==> src/rtl/hist_params.svh <==
`ifndef HIST_PARAMS_SVH
`define HIST_PARAMS_SVH

// pixels visited per acquisition round, in fixed scan order
`define HIST_PIXEL_NUM 4

// timestamp bins per pixel
`define HIST_BIN_NUM 16

// acquisition rounds per frame
`define HIST_ACQ_NUM 8

// width of one bin count
// kept at 3 so repeated forced bins reach saturation within one frame
`define HIST_COUNT_W 3

// index widths, must cover the counts above
`define HIST_PIXEL_W 2
`define HIST_BIN_W 4
`define HIST_ACQ_W 3

`endif
==> src/rtl/hist_pkg.sv <==
`default_nettype none

`include "hist_params.svh"

package hist_pkg;

    // timestamp bin of one detection
    typedef logic [`HIST_BIN_W-1:0] bin_t;

    // pixel index and acquisition round index
    typedef logic [`HIST_PIXEL_W-1:0] pixel_t;
    typedef logic [`HIST_ACQ_W-1:0] acq_t;

    // one histogram bin count
    typedef logic [`HIST_COUNT_W-1:0] count_t;

    // address inside one bank, pixel in the upper bits, bin below
    typedef logic [`HIST_PIXEL_W+`HIST_BIN_W-1:0] addr_t;

    // builder fills a bank, or holds while the readout drains
    typedef enum logic {st_fill, st_wait} builder_state_t;

    // readout idle or sweeping the finished bank
    typedef enum logic {rd_idle, rd_stream} readout_state_t;

endpackage

`default_nettype wire

==> src/rtl/hist_top.sv <==
`default_nettype none
`timescale 1ns/1ps

`include "hist_params.svh"

module hist_top (
    input  wire logic           clk,
    input  wire logic           res,
    input  wire logic           hit_valid,
    input  wire hist_pkg::bin_t hit_bin,
    output logic                hit_drop,
    output logic                frame_done,
    output logic                out_valid,
    output hist_pkg::pixel_t    out_pixel,
    output hist_pkg::bin_t      out_bin,
    output hist_pkg::count_t    out_count,
    output logic                out_last
);

    // builder side of the memory
    logic a_bank;
    hist_pkg::addr_t a_addr;
    logic a_rd_en;
    hist_pkg::count_t a_rd_data;
    logic a_wr_en;
    hist_pkg::addr_t a_wr_addr;
    hist_pkg::count_t a_wr_data;

    // readout side of the memory
    hist_pkg::addr_t b_addr;
    logic b_en;
    hist_pkg::count_t b_rd_data;

    // readout holds off the next swap
    logic rd_busy;

    hist_builder i_hist_builder (
        .clk        (clk),
        .res        (res),
        .hit_valid  (hit_valid),
        .hit_bin    (hit_bin),
        .rd_busy    (rd_busy),
        .a_bank     (a_bank),
        .a_addr     (a_addr),
        .a_rd_en    (a_rd_en),
        .a_rd_data  (a_rd_data),
        .a_wr_en    (a_wr_en),
        .a_wr_addr  (a_wr_addr),
        .a_wr_data  (a_wr_data),
        .frame_done (frame_done),
        .hit_drop   (hit_drop)
    );

    hist_bank_ram i_hist_bank_ram (
        .clk       (clk),
        .res       (res),
        .a_bank    (a_bank),
        .a_addr    (a_addr),
        .a_rd_en   (a_rd_en),
        .a_rd_data (a_rd_data),
        .a_wr_en   (a_wr_en),
        .a_wr_addr (a_wr_addr),
        .a_wr_data (a_wr_data),
        .b_addr    (b_addr),
        .b_en      (b_en),
        .b_rd_data (b_rd_data)
    );

    hist_readout i_hist_readout (
        .clk        (clk),
        .res        (res),
        .frame_done (frame_done),
        .b_addr     (b_addr),
        .b_en       (b_en),
        .b_rd_data  (b_rd_data),
        .rd_busy    (rd_busy),
        .out_valid  (out_valid),
        .out_pixel  (out_pixel),
        .out_bin    (out_bin),
        .out_count  (out_count),
        .out_last   (out_last)
    );

endmodule

`default_nettype wire

==> src/rtl/hist_readout.sv <==
`default_nettype none
`timescale 1ns/1ps

`include "hist_params.svh"

module hist_readout (
    input  wire logic             clk,
    input  wire logic             res,
    input  wire logic             frame_done,
    output hist_pkg::addr_t       b_addr,
    output logic                  b_en,
    input  wire hist_pkg::count_t b_rd_data,
    output logic                  rd_busy,
    output logic                  out_valid,
    output hist_pkg::pixel_t      out_pixel,
    output hist_pkg::bin_t        out_bin,
    output hist_pkg::count_t      out_count,
    output logic                  out_last
);

    localparam hist_pkg::addr_t ADDR_LAST =
        hist_pkg::addr_t'(`HIST_PIXEL_NUM * `HIST_BIN_NUM - 1);

    hist_pkg::readout_state_t state_q;

    // sweep address, pixel-major
    hist_pkg::addr_t addr_q;

    // address of the beat now on the output, one memory latency behind
    hist_pkg::addr_t beat_addr_q;

    // one bin per cycle while streaming
    assign b_en = (state_q == hist_pkg::rd_stream);
    assign b_addr = addr_q;

    always_ff @(posedge clk or negedge res) begin
        if (!res) begin
            state_q <= hist_pkg::rd_idle;
            addr_q <= '0;
            out_valid <= 1'b0;
            out_last <= 1'b0;
        end else begin
            // beat flags trail the read by the memory latency
            out_valid <= b_en;
            out_last <= b_en && (addr_q == ADDR_LAST);

            case (state_q)
                hist_pkg::rd_idle: begin
                    if (frame_done) begin
                        state_q <= hist_pkg::rd_stream;
                        addr_q <= '0;
                    end
                end
                hist_pkg::rd_stream: begin
                    addr_q <= addr_q + hist_pkg::addr_t'(1);
                    if (addr_q == ADDR_LAST) begin
                        state_q <= hist_pkg::rd_idle;
                    end
                end
                default: begin
                    state_q <= hist_pkg::rd_idle;
                end
            endcase
        end
    end

    always_ff @(posedge clk) begin
        beat_addr_q <= addr_q;
    end

    // split the beat address back into pixel and bin
    assign out_pixel = beat_addr_q[`HIST_BIN_W +: `HIST_PIXEL_W];
    assign out_bin = beat_addr_q[`HIST_BIN_W-1:0];
    assign out_count = b_rd_data;

    // busy while sweeping and through the final beat
    assign rd_busy = b_en || out_valid;

endmodule

`default_nettype wire

==> src/rtl/hist_builder.sv <==
`default_nettype none
`timescale 1ns/1ps

`include "hist_params.svh"

module hist_builder (
    input  wire logic             clk,
    input  wire logic             res,
    input  wire logic             hit_valid,
    input  wire hist_pkg::bin_t   hit_bin,
    input  wire logic             rd_busy,
    output logic                  a_bank,
    output hist_pkg::addr_t       a_addr,
    output logic                  a_rd_en,
    input  wire hist_pkg::count_t a_rd_data,
    output logic                  a_wr_en,
    output hist_pkg::addr_t       a_wr_addr,
    output hist_pkg::count_t      a_wr_data,
    output logic                  frame_done,
    output logic                  hit_drop
);

    localparam hist_pkg::pixel_t PIXEL_LAST = hist_pkg::pixel_t'(`HIST_PIXEL_NUM - 1);
    localparam hist_pkg::acq_t ACQ_LAST = hist_pkg::acq_t'(`HIST_ACQ_NUM - 1);

    hist_pkg::builder_state_t state_q;

    // scan position of the next hit
    hist_pkg::pixel_t pixel_q;
    hist_pkg::acq_t acq_q;

    // pending write bookkeeping for forwarding
    logic wr_bank_q;
    logic fwd_q;
    hist_pkg::count_t wr_data_q;

    // frame_done follows one cycle after an immediate swap
    logic done_pend_q;

    logic accept;
    logic last_hit;
    hist_pkg::count_t cur_count;

    // saturating increment, never wraps back to zero
    function automatic hist_pkg::count_t sat_inc(input hist_pkg::count_t v);
        if (v == '1) begin
            return v;
        end
        return v + hist_pkg::count_t'(1);
    endfunction

    // hits only count while filling
    assign accept = hit_valid && (state_q == hist_pkg::st_fill);
    assign last_hit = accept && (pixel_q == PIXEL_LAST) && (acq_q == ACQ_LAST);

    // read side of the update
    assign a_rd_en = accept;
    assign a_addr = {pixel_q, hit_bin};

    // stale read data when the previous write hit the same bin
    assign cur_count = fwd_q ? wr_data_q : a_rd_data;
    assign a_wr_data = sat_inc(cur_count);

    always_ff @(posedge clk or negedge res) begin
        if (!res) begin
            state_q <= hist_pkg::st_fill;
            pixel_q <= '0;
            acq_q <= '0;
            a_bank <= 1'b0;
            a_wr_en <= 1'b0;
            fwd_q <= 1'b0;
            done_pend_q <= 1'b0;
            frame_done <= 1'b0;
            hit_drop <= 1'b0;
        end else begin
            a_wr_en <= accept;
            // forward if this read meets the write landing at the same edge
            fwd_q <= accept && a_wr_en && (a_wr_addr == a_addr) && (wr_bank_q == a_bank);
            hit_drop <= hit_valid && (state_q == hist_pkg::st_wait);
            done_pend_q <= 1'b0;
            frame_done <= done_pend_q;

            case (state_q)
                hist_pkg::st_fill: begin
                    if (accept) begin
                        // pixel steps every hit, round steps on pixel wrap
                        if (pixel_q == PIXEL_LAST) begin
                            pixel_q <= '0;
                            if (acq_q == ACQ_LAST) begin
                                acq_q <= '0;
                            end else begin
                                acq_q <= acq_q + hist_pkg::acq_t'(1);
                            end
                        end else begin
                            pixel_q <= pixel_q + hist_pkg::pixel_t'(1);
                        end
                    end
                    if (last_hit) begin
                        if (rd_busy) begin
                            // other bank still draining
                            state_q <= hist_pkg::st_wait;
                        end else begin
                            // next hit already goes to the fresh bank
                            a_bank <= ~a_bank;
                            done_pend_q <= 1'b1;
                        end
                    end
                end
                hist_pkg::st_wait: begin
                    if (!rd_busy) begin
                        state_q <= hist_pkg::st_fill;
                        a_bank <= ~a_bank;
                        frame_done <= 1'b1;
                    end
                end
                default: begin
                    state_q <= hist_pkg::st_fill;
                end
            endcase
        end
    end

    // write stage payload
    always_ff @(posedge clk) begin
        wr_data_q <= a_wr_data;
        if (accept) begin
            a_wr_addr <= a_addr;
            wr_bank_q <= a_bank;
        end
    end

endmodule

`default_nettype wire

==> src/rtl/hist_bank_ram.sv <==
`default_nettype none
`timescale 1ns/1ps

`include "hist_params.svh"

module hist_bank_ram (
    input  wire logic             clk,
    input  wire logic             res,
    input  wire logic             a_bank,
    input  wire hist_pkg::addr_t  a_addr,
    input  wire logic             a_rd_en,
    output hist_pkg::count_t      a_rd_data,
    input  wire logic             a_wr_en,
    input  wire hist_pkg::addr_t  a_wr_addr,
    input  wire hist_pkg::count_t a_wr_data,
    input  wire hist_pkg::addr_t  b_addr,
    input  wire logic             b_en,
    output hist_pkg::count_t      b_rd_data
);

    localparam int DEPTH = `HIST_PIXEL_NUM * `HIST_BIN_NUM;

    // two banks of bin counts
    hist_pkg::count_t mem_q [0:1][0:DEPTH-1];

    // bank seen by the read, reused for the write one cycle later
    logic wr_bank_q;

    always_ff @(posedge clk or negedge res) begin
        if (!res) begin
            // small array, cleared in full
            for (int i = 0; i < DEPTH; i++) begin
                mem_q[0][i] <= '0;
                mem_q[1][i] <= '0;
            end
            wr_bank_q <= 1'b0;
            a_rd_data <= '0;
            b_rd_data <= '0;
        end else begin
            wr_bank_q <= a_bank;
            // builder port, read returns the old value on a collision
            if (a_rd_en) begin
                a_rd_data <= mem_q[a_bank][a_addr];
            end
            if (a_wr_en) begin
                mem_q[wr_bank_q][a_wr_addr] <= a_wr_data;
            end
            // readout port, read and clear the idle bank
            if (b_en) begin
                b_rd_data <= mem_q[~a_bank][b_addr];
                mem_q[~a_bank][b_addr] <= '0;
            end
        end
    end

endmodule

`default_nettype wire

==> config.mk <==
export PLATFORM = sky130hd
export DESIGN_NAME = hist_top
export DESIGN_NICKNAME = d
export VERILOG_FILES = /design/src/rtl/hist_pkg.sv /design/src/rtl/hist_top.sv /design/src/rtl/hist_readout.sv /design/src/rtl/hist_builder.sv /design/src/rtl/hist_bank_ram.sv
export VERILOG_INCLUDE_DIRS = /design/src /design/src/rtl
export SDC_FILE = /design/constraint.sdc
export NUM_CORES = 1
export LEC_CHECK = 0
export BUFFER_PORTS_ARGS = -buffer_cell sky130_fd_sc_hd__buf_2
export CORE_ASPECT_RATIO = 0.5
export CORE_MARGIN = 8
export CORE_UTILIZATION = 60
export DETAILED_ROUTE_END_ITERATION = 7
export PLACE_DENSITY = 0.79
export SYNTH_ARGS = -nofsm -noshare
export SYNTH_HDL_FRONTEND = slang
export SYNTH_HIERARCHICAL = 1
export SYNTH_SLANG_ARGS = --single-unit
==> constraint.sdc <==
create_clock -name clk -period 2.5 [get_ports clk]
set_input_delay 0.375 -clock clk [delete_from_list [all_inputs] [get_ports clk]]
set_output_delay 0.375 -clock clk [all_outputs]
set_load 0.02 [all_outputs]
# After elaboration in Yosys (flattened, before gate mapping)
# Index checks and enable logic that the tools add are counted.
[op_classes]
add_sub_neg = 4
magnitude_cmp = 10
n_eq_ne = 8
muxes = 45
n_bitwise = 11
reduce_logical = 15
[ops]
columns = ["operator", "n"]
rows = [
  ["$mux 192", 8],
  ["$mux 384", 2],
  ["$and 384x384->384", 1],
  ["$bwmux 384", 1],
  ["$demux 192 s1", 2],
  ["$not 384->384", 1],
  ["$bmux 3 s6", 2],
  ["$demux 3 s6", 2],
  ["$mux 3", 10],
  ["$ge 7x7->1 const B", 3],
  ["$not 6->7", 3],
  ["$lt 7x1->1 const B", 2],
  ["$logic_and 1x1->1", 12],
  ["$mux 1", 12],
  ["$pmux 6 s2", 1],
  ["$add 3x1->3 const B", 2],
  ["$add 6x1->6 const B", 1],
  ["$eq 3x3->1 const B", 2],
  ["$eq 6x6->1", 1],
  ["$eq 6x6->1 const B", 1],
  ["$ge 2x2->1 const B", 3],
  ["$mux 6", 1],
  ["$not 1->2", 3],
  ["$pmux 1 s2", 3],
  ["11 further kinds", 14],
]
[totals]
regBits = 428
input_bits = 7
out_inout_bits = 13
wordCells = 241

# Logic depth before layout (Yosys ltp)
# Gate-level depths: netlist of run 1.
[depth]
word_depth = 11
mapped_depth = 11
ltp_nobuf = 6

# By module
# The synthesis of run 1 kept the hierarchy.
[by_module_without_submodules]
columns = ["mod", "n_inst", "cells_per_inst", "area_per_inst_um2", "seq_area_each_um2"]
rows = [
  ["hist_bank_ram", 1, 2132, 23621.4, 9784.4],
  ["hist_builder", 1, 66, 937.1, 570.5],
  ["hist_readout", 1, 45, 560.5, 345.3],
]

# Worst setup path after synthesis of run 1
# No wires, ideal clock.
[synth_timing]
kind = "register to register"
startpoint = "register i_hist_readout.addr_q[0], in the netlist i_hist_readout/b_addr[0]"
endpoint = "register i_hist_bank_ram.b_rd_data[1]"
setup_time_ps = 147
t_arrival_ps = 2105
t_required_ps = 2353
slack_ps = 248
stages_incl_launch_ff = 8
path_buffers = 1
period_less_slack_ps = 2252
path_cell_list = "dfrtp_1 > buf_6 > mux4_2 > mux2_2 > a221oi_1 > nor2_1 > a211oi_1 > a41oi_1"
[synth_between]
elab_chain_len = 4
[synth_lines]
columns = ["element", "line", "rtl"]
rows = [
  ["from (decl)", "hist_readout.sv:27", "hist_pkg::addr_t addr_q;"],
  ["from (signal assigned)", "hist_readout.sv:55", "addr_q <= addr_q + hist_pkg::addr_t'(1);"],
  ["$not 6->7", "hist_bank_ram.sv:50", "b_rd_data <= mem_q[~a_bank][b_addr];"],
  ["$bmux 3 s6", "hist_bank_ram.sv:50", ""],
  ["$mux 3 (implied by the code) (2 in a row)", "hist_bank_ram.sv:50", ""],
  ["to (signal assigned)", "hist_bank_ram.sv:50", ""],
  ["to (decl)", "hist_bank_ram.sv:18", "output hist_pkg::count_t b_rd_data"],
]
# Every way passes these cells. The select of a mux whose other input is x is not followed.
# A chain may end at the register's enable or synchronous reset.

# Final worst setup path of run 1
[layout_timing]
startpoint = "register i_hist_builder.a_bank"
endpoint = "register i_hist_bank_ram.a_rd_data[2]"
[layout_between]
elab_chain_len = 7
[layout_lines]
columns = ["element", "line", "rtl"]
rows = [
  ["from (decl)", "hist_builder.sv:12", "output logic a_bank,"],
  ["from (signal assigned)", "hist_builder.sv:104", "a_bank <= ~a_bank;"],
  ["from (signal assigned)", "hist_builder.sv:112", "a_bank <= ~a_bank;"],
  ["$not 1->2 (implied by the code)", "hist_bank_ram.sv:43", "a_rd_data <= mem_q[a_bank][a_addr];"],
  ["$mux 192 (implied by the code) (3 in a row)", "hist_bank_ram.sv:43", ""],
  ["$bmux 3 s6", "hist_bank_ram.sv:43", ""],
  ["$mux 3 (implied by the code) (2 in a row)", "hist_bank_ram.sv:43", ""],
  ["to (signal assigned)", "hist_bank_ram.sv:43", ""],
  ["to (decl)", "hist_bank_ram.sv:12", "output hist_pkg::count_t a_rd_data,"],
]
# Every way passes these cells. The select of a mux whose other input is x is not followed.

==> metrics, run 1 <==
Tightest Hold Check Type primary input to flip-flop; Post-synth ARST share 96.3%; total CTS buffers 39; Max Fclk 0.393 GHz; leak pwr 12.8 nW; register-to-register setup slack -0.04 ns; Final GP Congestion 1.05; syn_area_per_cell 11.2 um^2; Total Routing Usage GR 34.7%; first-pass GRT wire length 131000 um; cells after synthesis 2243; end point of the critical path i_hist_bank_ram/a_rd_data[2]; Clk Tree Root Cell clkbuf_16; DP Worst Slack -0.303 ns; Final Hold Viols 0; Internal 16.0 mW; I/O Buffers 19; Via-to-Cell Ratio 7.30; post-route minimum period 2.54 ns; die width 305 um; failing checks negative setup slack; Final nets 2352; Die Height 161 um; family with the most delay on the worst path simple AND/OR/NAND/NOR gates; switch share 40.6%; core footprint 41600 um^2; worst r2r dst i_hist_bank_ram/a_rd_data[2]; Syn Nets 2255; max_slew headroom 36.8%; RSZ-0062 raised after global routing true; Top Metal Used met5; Worst Clk Skew 0.0229 ns; Clock Power Share 22.7%; crit share post-route 102%; WP data required 3.00 ns; Clock Latency Late Sink 0.57 ns; routed vias 21300; register bit total from synthesis 428; NetSw 11.0 mW; Syn Std Cell Area 25100 um^2; peak supply drop 1.14 mV; CP Depth 7; dominant cells by area after synthesis dfrtp_1, mux2i_1, mux4_2; Max-cap violations 0; Most Frequent Cell on Critical Path buf_12; met3 WL post-DR 13600 um; Comb pwr share 40.4%; CP startpoint i_hist_builder/a_bank; Yosys top cell area share 41.0%; commonest cells in the netlist mux2i_1, dfrtp_1, a21oi_1; CTS tree built; CP Max Fanout 24; total number of yosys warnings 6; worst-margin pin slew 0.940 ns; CTS HTree Levels 2; max-slew violations 0; sequential share of the synthesized area 42.6%; Met1 Routed Length 33300 um; type of element capturing the critical path flip-flop; Startpoint Class flip-flop; largest area contributor in the netlist dfrtp_1; Worst Path Arrival 3.05 ns; layout cells sized above 1 22.0%; pin count of the biggest net entering global routing 85; Design Power 26.9 mW; # rows 53; worst path cell trace buf_12, buf_12, nand2b_1, o22ai_1, nor3_1, a221o_1, o221a_1; DRC marker count from the first detailed-route iteration 3162; Setup WS post-layout -0.0445 ns; vias in the first global route 20800; HPWL Detailed 60500 um; Power Density 932 nW/um^2; Post-synth EDFFs 7; Clock transition at path regs 0.06 ns; remaining antenna violation count after routing 0; I/O pins 20; most common cell in the netlist mux2i_1; Yosys cell types 65; DRC viols 0; Setup TNS -0.0445 ns; initial antenna violation count 4; Layout area overhead 15.1%; Flop pwr share 37.0%; average wire per standard cell 30.0 um; CTS max path bufs 3; worst setup path category flip-flop to flip-flop; Critical R2R Launch i_hist_builder/a_bank; CP Buf/Inv Count 2; # setup viols final 1; DRT Wirelength 87500 um; slowest library cell on the worst path nor3_1; Initial Utilization 60.3%; die area 49100 um^2; Sinks on Clock Net 428; remaining global-route overflow 0; TritonRoute pass-1 iters 8; WL met2 36500 um; status finished, violations left; Worst Reg-to-Reg Cells 7; CP max stage delay 0.77 ns; Post-synth top flop dfrtp_1
[cells in the final DEF, fill, tap and decap left out, types with 7 or more instances in the layout]
master and instances:
mux4_2 119, edfxtp_1 7, nor2b_1 21, mux4_1 16, nor4_1 9, clkinv_2 9
nand2_1 100, a211oi_1 11, dfrtp_1 408, o21ai_0 10, clkbuf_16 41, dfxtp_1 9
o22ai_1 45, and2_1 7, buf_12 43, mux2_2 12, a21oi_1 404, nand3b_1 7
nand3_1 18, clkbuf_1 7, nand2b_1 15, buf_2 17, a22oi_1 7, mux2i_1 514
buf_4 204, nor2_1 122, nor3_1 20
[logic make-up after synthesis]
kind of cell	after synthesis	synth area share, %
xor gates and xnor gates	10	0.349
buffers and inverters	223	4.23
and+or+nand+nor	373	7.13
adders and majority gates	5	0.249
AOI/OAI and AO/OA	540	11.9
DFF	428	42.6
muxes	664	33.5
[power groups by stage]
stage               registers, mW  clock network [mW]  logic [mW]
global route                 10.0                6.40        11.3
finish                       9.96                6.11        10.9
CTS                          9.85                6.13        10.3
global placement             9.93                   0        9.89
detailed placement           9.98                   0        10.1
floorplan                    9.27                   0        6.39
[registers in the layout, indices dropped and copies added (netlist names)]
register and cells:
i_hist_bank_ram/a_rd_data 3, i_hist_bank_ram/b_rd_data 3, i_hist_bank_ram/mem_q 384, i_hist_bank_ram/wr_bank_q 1, i_hist_builder/a_bank 1, i_hist_builder/a_wr_addr 6
i_hist_builder/a_wr_en 1, i_hist_builder/acq_q 3, i_hist_builder/done_pend_q 1, i_hist_builder/frame_done 1, i_hist_builder/fwd_q 1, i_hist_builder/hit_drop 1
i_hist_builder/pixel_q 2, i_hist_builder/state_q 1, i_hist_builder/wr_bank_q 1, i_hist_builder/wr_data_q 3, i_hist_readout/b_addr 6, i_hist_readout/b_en 1
i_hist_readout/beat_addr_q 6, i_hist_readout/out_last 1, i_hist_readout/out_valid 1
[cell type report]
class / count / area, um^2
timing repair buffer: 275 / 2650
tap: 550 / 688
inverter: 4 / 15.0
antenna: 1 / 2.50
clock inverter: 21 / 206
multi-input combinational: 1592 / 13600
fill: 2963 / 12700
sequential: 428 / 10700
clock buffer: 49 / 1040
[per-stage QoR]
step	hold slack (ns)	instance area, um^2	std cells	utilization, %
after global routing	0.115	28900	2919	69.4
after CTS	0.0879	28600	2910	68.7
final	0.0897	28900	2920	69.4
after floorplan	0.0794	25100	2243	-
after global placement	0.406	27300	2833	65.5
after detailed placement	0.412	27300	2833	65.5
[worst min-delay path by stage]
| stage | slack [ns] | depth (start not counted) | to | from |
|---|---|---|---|---|
| 5_1_grt | 0.12 | 2 | i_hist_builder/hit_drop | hit_valid |
| 6_report | 0.09 | 2 | i_hist_builder/hit_drop | hit_valid |
| 4_1_cts | 0.09 | 2 | i_hist_builder/hit_drop | hit_valid |
| 3_5_place_dp | 0.41 | 1 | i_hist_bank_ram/mem_q[299] | res |
| 2_1_floorplan | 0.08 | 0 | i_hist_bank_ram/a_rd_data[0] | res |
| 3_3_place_gp | 0.41 | 1 | i_hist_bank_ram/mem_q[299] | res |
[repair_timing]
item                                    4_1_cts  5_1_grt
hold buffers                                  1        0
gates resized for setup                       6       38
endpoints found under the setup margin        3        6
gates cloned                                  0        2
setup buffers                                 6        7
endpoints found under the hold margin        53        0
pin swaps                                     1        9
[metal layers]
| layer | GRT usage, % | vias to the layer above |
|---|---|---|
| li1 | - | 8600 |
| met1 | 47.6 | 10600 |
| met2 | 49.7 | 1701 |
| met3 | 13.6 | 368 |
| met4 | 12.6 | 8 |
| met5 | 1.01 | - |
Note: power is estimated with default switching activity, not from simulation.
==> run 2: changes to the inputs <==
--- a/config.mk
+++ b/config.mk
@@ -14,5 +14,5 @@
 export PLACE_DENSITY = 0.79
 export SYNTH_ARGS = -nofsm -noshare
 export SYNTH_HDL_FRONTEND = slang
-export SYNTH_HIERARCHICAL = 1
 export SYNTH_SLANG_ARGS = --single-unit
+export TNS_END_PERCENT = 1
==> metrics, run 2 <==
Clk Tree Root Cell clkbuf_16; HPWL Detailed 63200 um; Design Power 31.4 mW; Total Routing Usage GR 37.4%; DRC marker count from the first detailed-route iteration 3830; TritonRoute pass-1 iters 7; CTS max path bufs 3; Syn Std Cell Area 24500 um^2; pin count of the biggest net entering global routing 68; Power Density 1090 nW/um^2; cells after synthesis 2296; commonest cells in the netlist nor2_1, dfrtp_1, mux2i_1; initial antenna violation count 1; Worst Clk Skew 0.0266 ns; Clock transition at path regs 0.07 ns; Worst Reg-to-Reg Cells 9; remaining antenna violation count after routing 0; CP startpoint i_hist_builder.a_bank; end point of the critical path i_hist_bank_ram.b_rd_data[2]; Setup WS post-layout -0.129 ns; Post-synth ARST share 96.3%; Inst Count DP 2884; die width 302 um; first-pass GRT wire length 137000 um; DRC viols 0; RSZ-0062 raised after global routing true; total CTS buffers 40; worst setup path category flip-flop to flip-flop; non-filler instance count after layout 2993; crit share post-route 105%; status finished, violations left; Syn Nets 2308; # setup viols final 6; Initial Utilization 60.7%; syn_area_per_cell 10.7 um^2; largest area contributor in the netlist dfrtp_1; Startpoint Class flip-flop; WP data required 2.95 ns; # rows 52; Final nets 2432; adder-cell area share of the yosys netlist 0.256%; leak pwr 11.5 nW; worst hold margin 0.0906 ns; Final Hold Viols 0; simple-gate share of the synthesized area 11.5%; DRT Wirelength 91500 um; Layout area overhead 17.6%; Post-synth EDFFs 7; Critical R2R Launch i_hist_builder.a_bank; mux cell area share after synthesis 23.2%; Tightest Hold Check Type primary input to flip-flop; worst-margin pin slew 0.831 ns; core footprint 40300 um^2; Via-to-Cell Ratio 7.43; routed vias 22200; Top reg by flops i_hist_bank_ram.mem_q; sequential share of the synthesized area 43.7%; most common cell after layout, fill and taps aside nor2_1; largest family of logic cells by synthesized area multiplexers; Post-synth top flop dfrtp_1; Die Height 159 um; failing checks negative setup slack; Sinks on Clock Net 428; CTS tree built; Yosys cell types 70; most frequent cells in the layout nor2_1, dfrtp_1, mux2i_1, a221oi_1, buf_4; DP Worst Slack -0.337 ns; worst r2r dst i_hist_bank_ram.b_rd_data[2]; CP Max Fanout 6; Worst Path Arrival 3.07 ns; I/O Buffers 19; max-slew violations 0; register bit total from synthesis 428; Final GP Congestion 1.07; dominant cells by area after synthesis dfrtp_1, mux4_2, mux2i_1; I/O pins 20; Synth Area in Compound Gates 16.6%; CTS HTree Levels 2; hold path depth 2; xor/xnor share of the synthesized area 0.358%; Clock Latency Late Sink 0.57 ns; layout cells sized above 1 23.1%; register-to-register setup slack -0.13 ns; Max Fclk 0.380 GHz; most common cell in the netlist nor2_1; type of element capturing the critical path flip-flop; Yosys top cell area share 42.1%; average wire per standard cell 30.6 um; remaining global-route overflow 0; max_slew headroom 44.6%; die area 47900 um^2; Max-cap violations 0; vias in the first global route 21400; total number of yosys warnings 0; Setup TNS -0.488 ns; post-route minimum period 2.63 ns; number of flip-flops in the largest register 384; peak supply drop 1.13 mV
==> run 2: cell types whose count changed in the layout (fill, tap and decap cells not counted), moves of 28 or more <==
cell      delta
nor2_1     +323
mux2i_1    -278
a21oi_1    -248
a221oi_1   +212
a211oi_1    +34
nand2_1     -28
==> run 2: area by class of cell <==
class                           count  area [um^2]
Sequential cell                   428        10700
Tap cell                          540          676
Multi-Input combinational cell   1646        13100
Timing Repair Buffer              296         2960
Fill cell                        2849        11600
Clock inverter                     11          146
Antenna cell                        4         10.0
Inverter                            8         30.0
Clock buffer                       60         1200
==> run 2: timing repair <==
item / in CTS / in global routing
gates cloned: 7 / 1
pin swaps: 16 / 10
gates resized for setup: 78 / 26
setup endpoints to repair: 6 / 6
hold buffers: 1 / 0
hold endpoints to repair: 44 / 0
setup buffers: 22 / 6
==> run 2: worst max-delay path, cell delays in order, from the launching register on <==
cell and delay [ns]:
dfrtp_4 0.51, buf_12 0.17, buf_12 0.16, buf_6 0.13
buf_12 0.12, mux4_2 0.28, mux4_2 0.51, mux2i_2 0.21
nor3_2 0.09, o32a_1 0.32
==> run 2: stage by stage <==
stage / cell area, um^2 / util, %
floorplan: 24500 / -
global placement: 26600 / 66.0
detailed placement: 26600 / 66.0
CTS: 28600 / 70.9
global route: 28800 / 71.3
finish: 28800 / 71.3
==> run 2: kinds of logic after synthesis <==
kind of cell / Yosys count
mux: 397
fa+ha+maj: 5
xor+xnor: 10
flops: 428
buf+inv: 222
simple gates: 662
compound gates: 572
==> run 2: worst min-delay path by stage <==
stage                         start                      endpoint
after global routing      hit_valid       i_hist_builder.hit_drop
after floorplan                 res  i_hist_bank_ram.a_rd_data[0]
after detailed placement        res    i_hist_bank_ram.mem_q[307]
after global placement          res    i_hist_bank_ram.mem_q[307]
final                     hit_valid       i_hist_builder.hit_drop
after CTS                 hit_valid       i_hist_builder.hit_drop
==> run 2: where the power goes <==
group	switching, mW	total [mW]	internal, mW
Combinational	8.26	14.4	6.14
Clock	2.87	6.51	3.64
Sequential	1.86	10.5	8.64
Total	13.0	31.4	18.4
==> run 2: layer usage <==
layer / vias to the layer above / global-route usage [%] / wire length, um
met3: 325 / 15.6 / 15400
met4: 6 / 11.5 / 3570
li1: 9023 / - / -
met5: - / 0 / 170
met2: 1833 / 53.5 / 38100
met1: 11000 / 51.8 / 34200
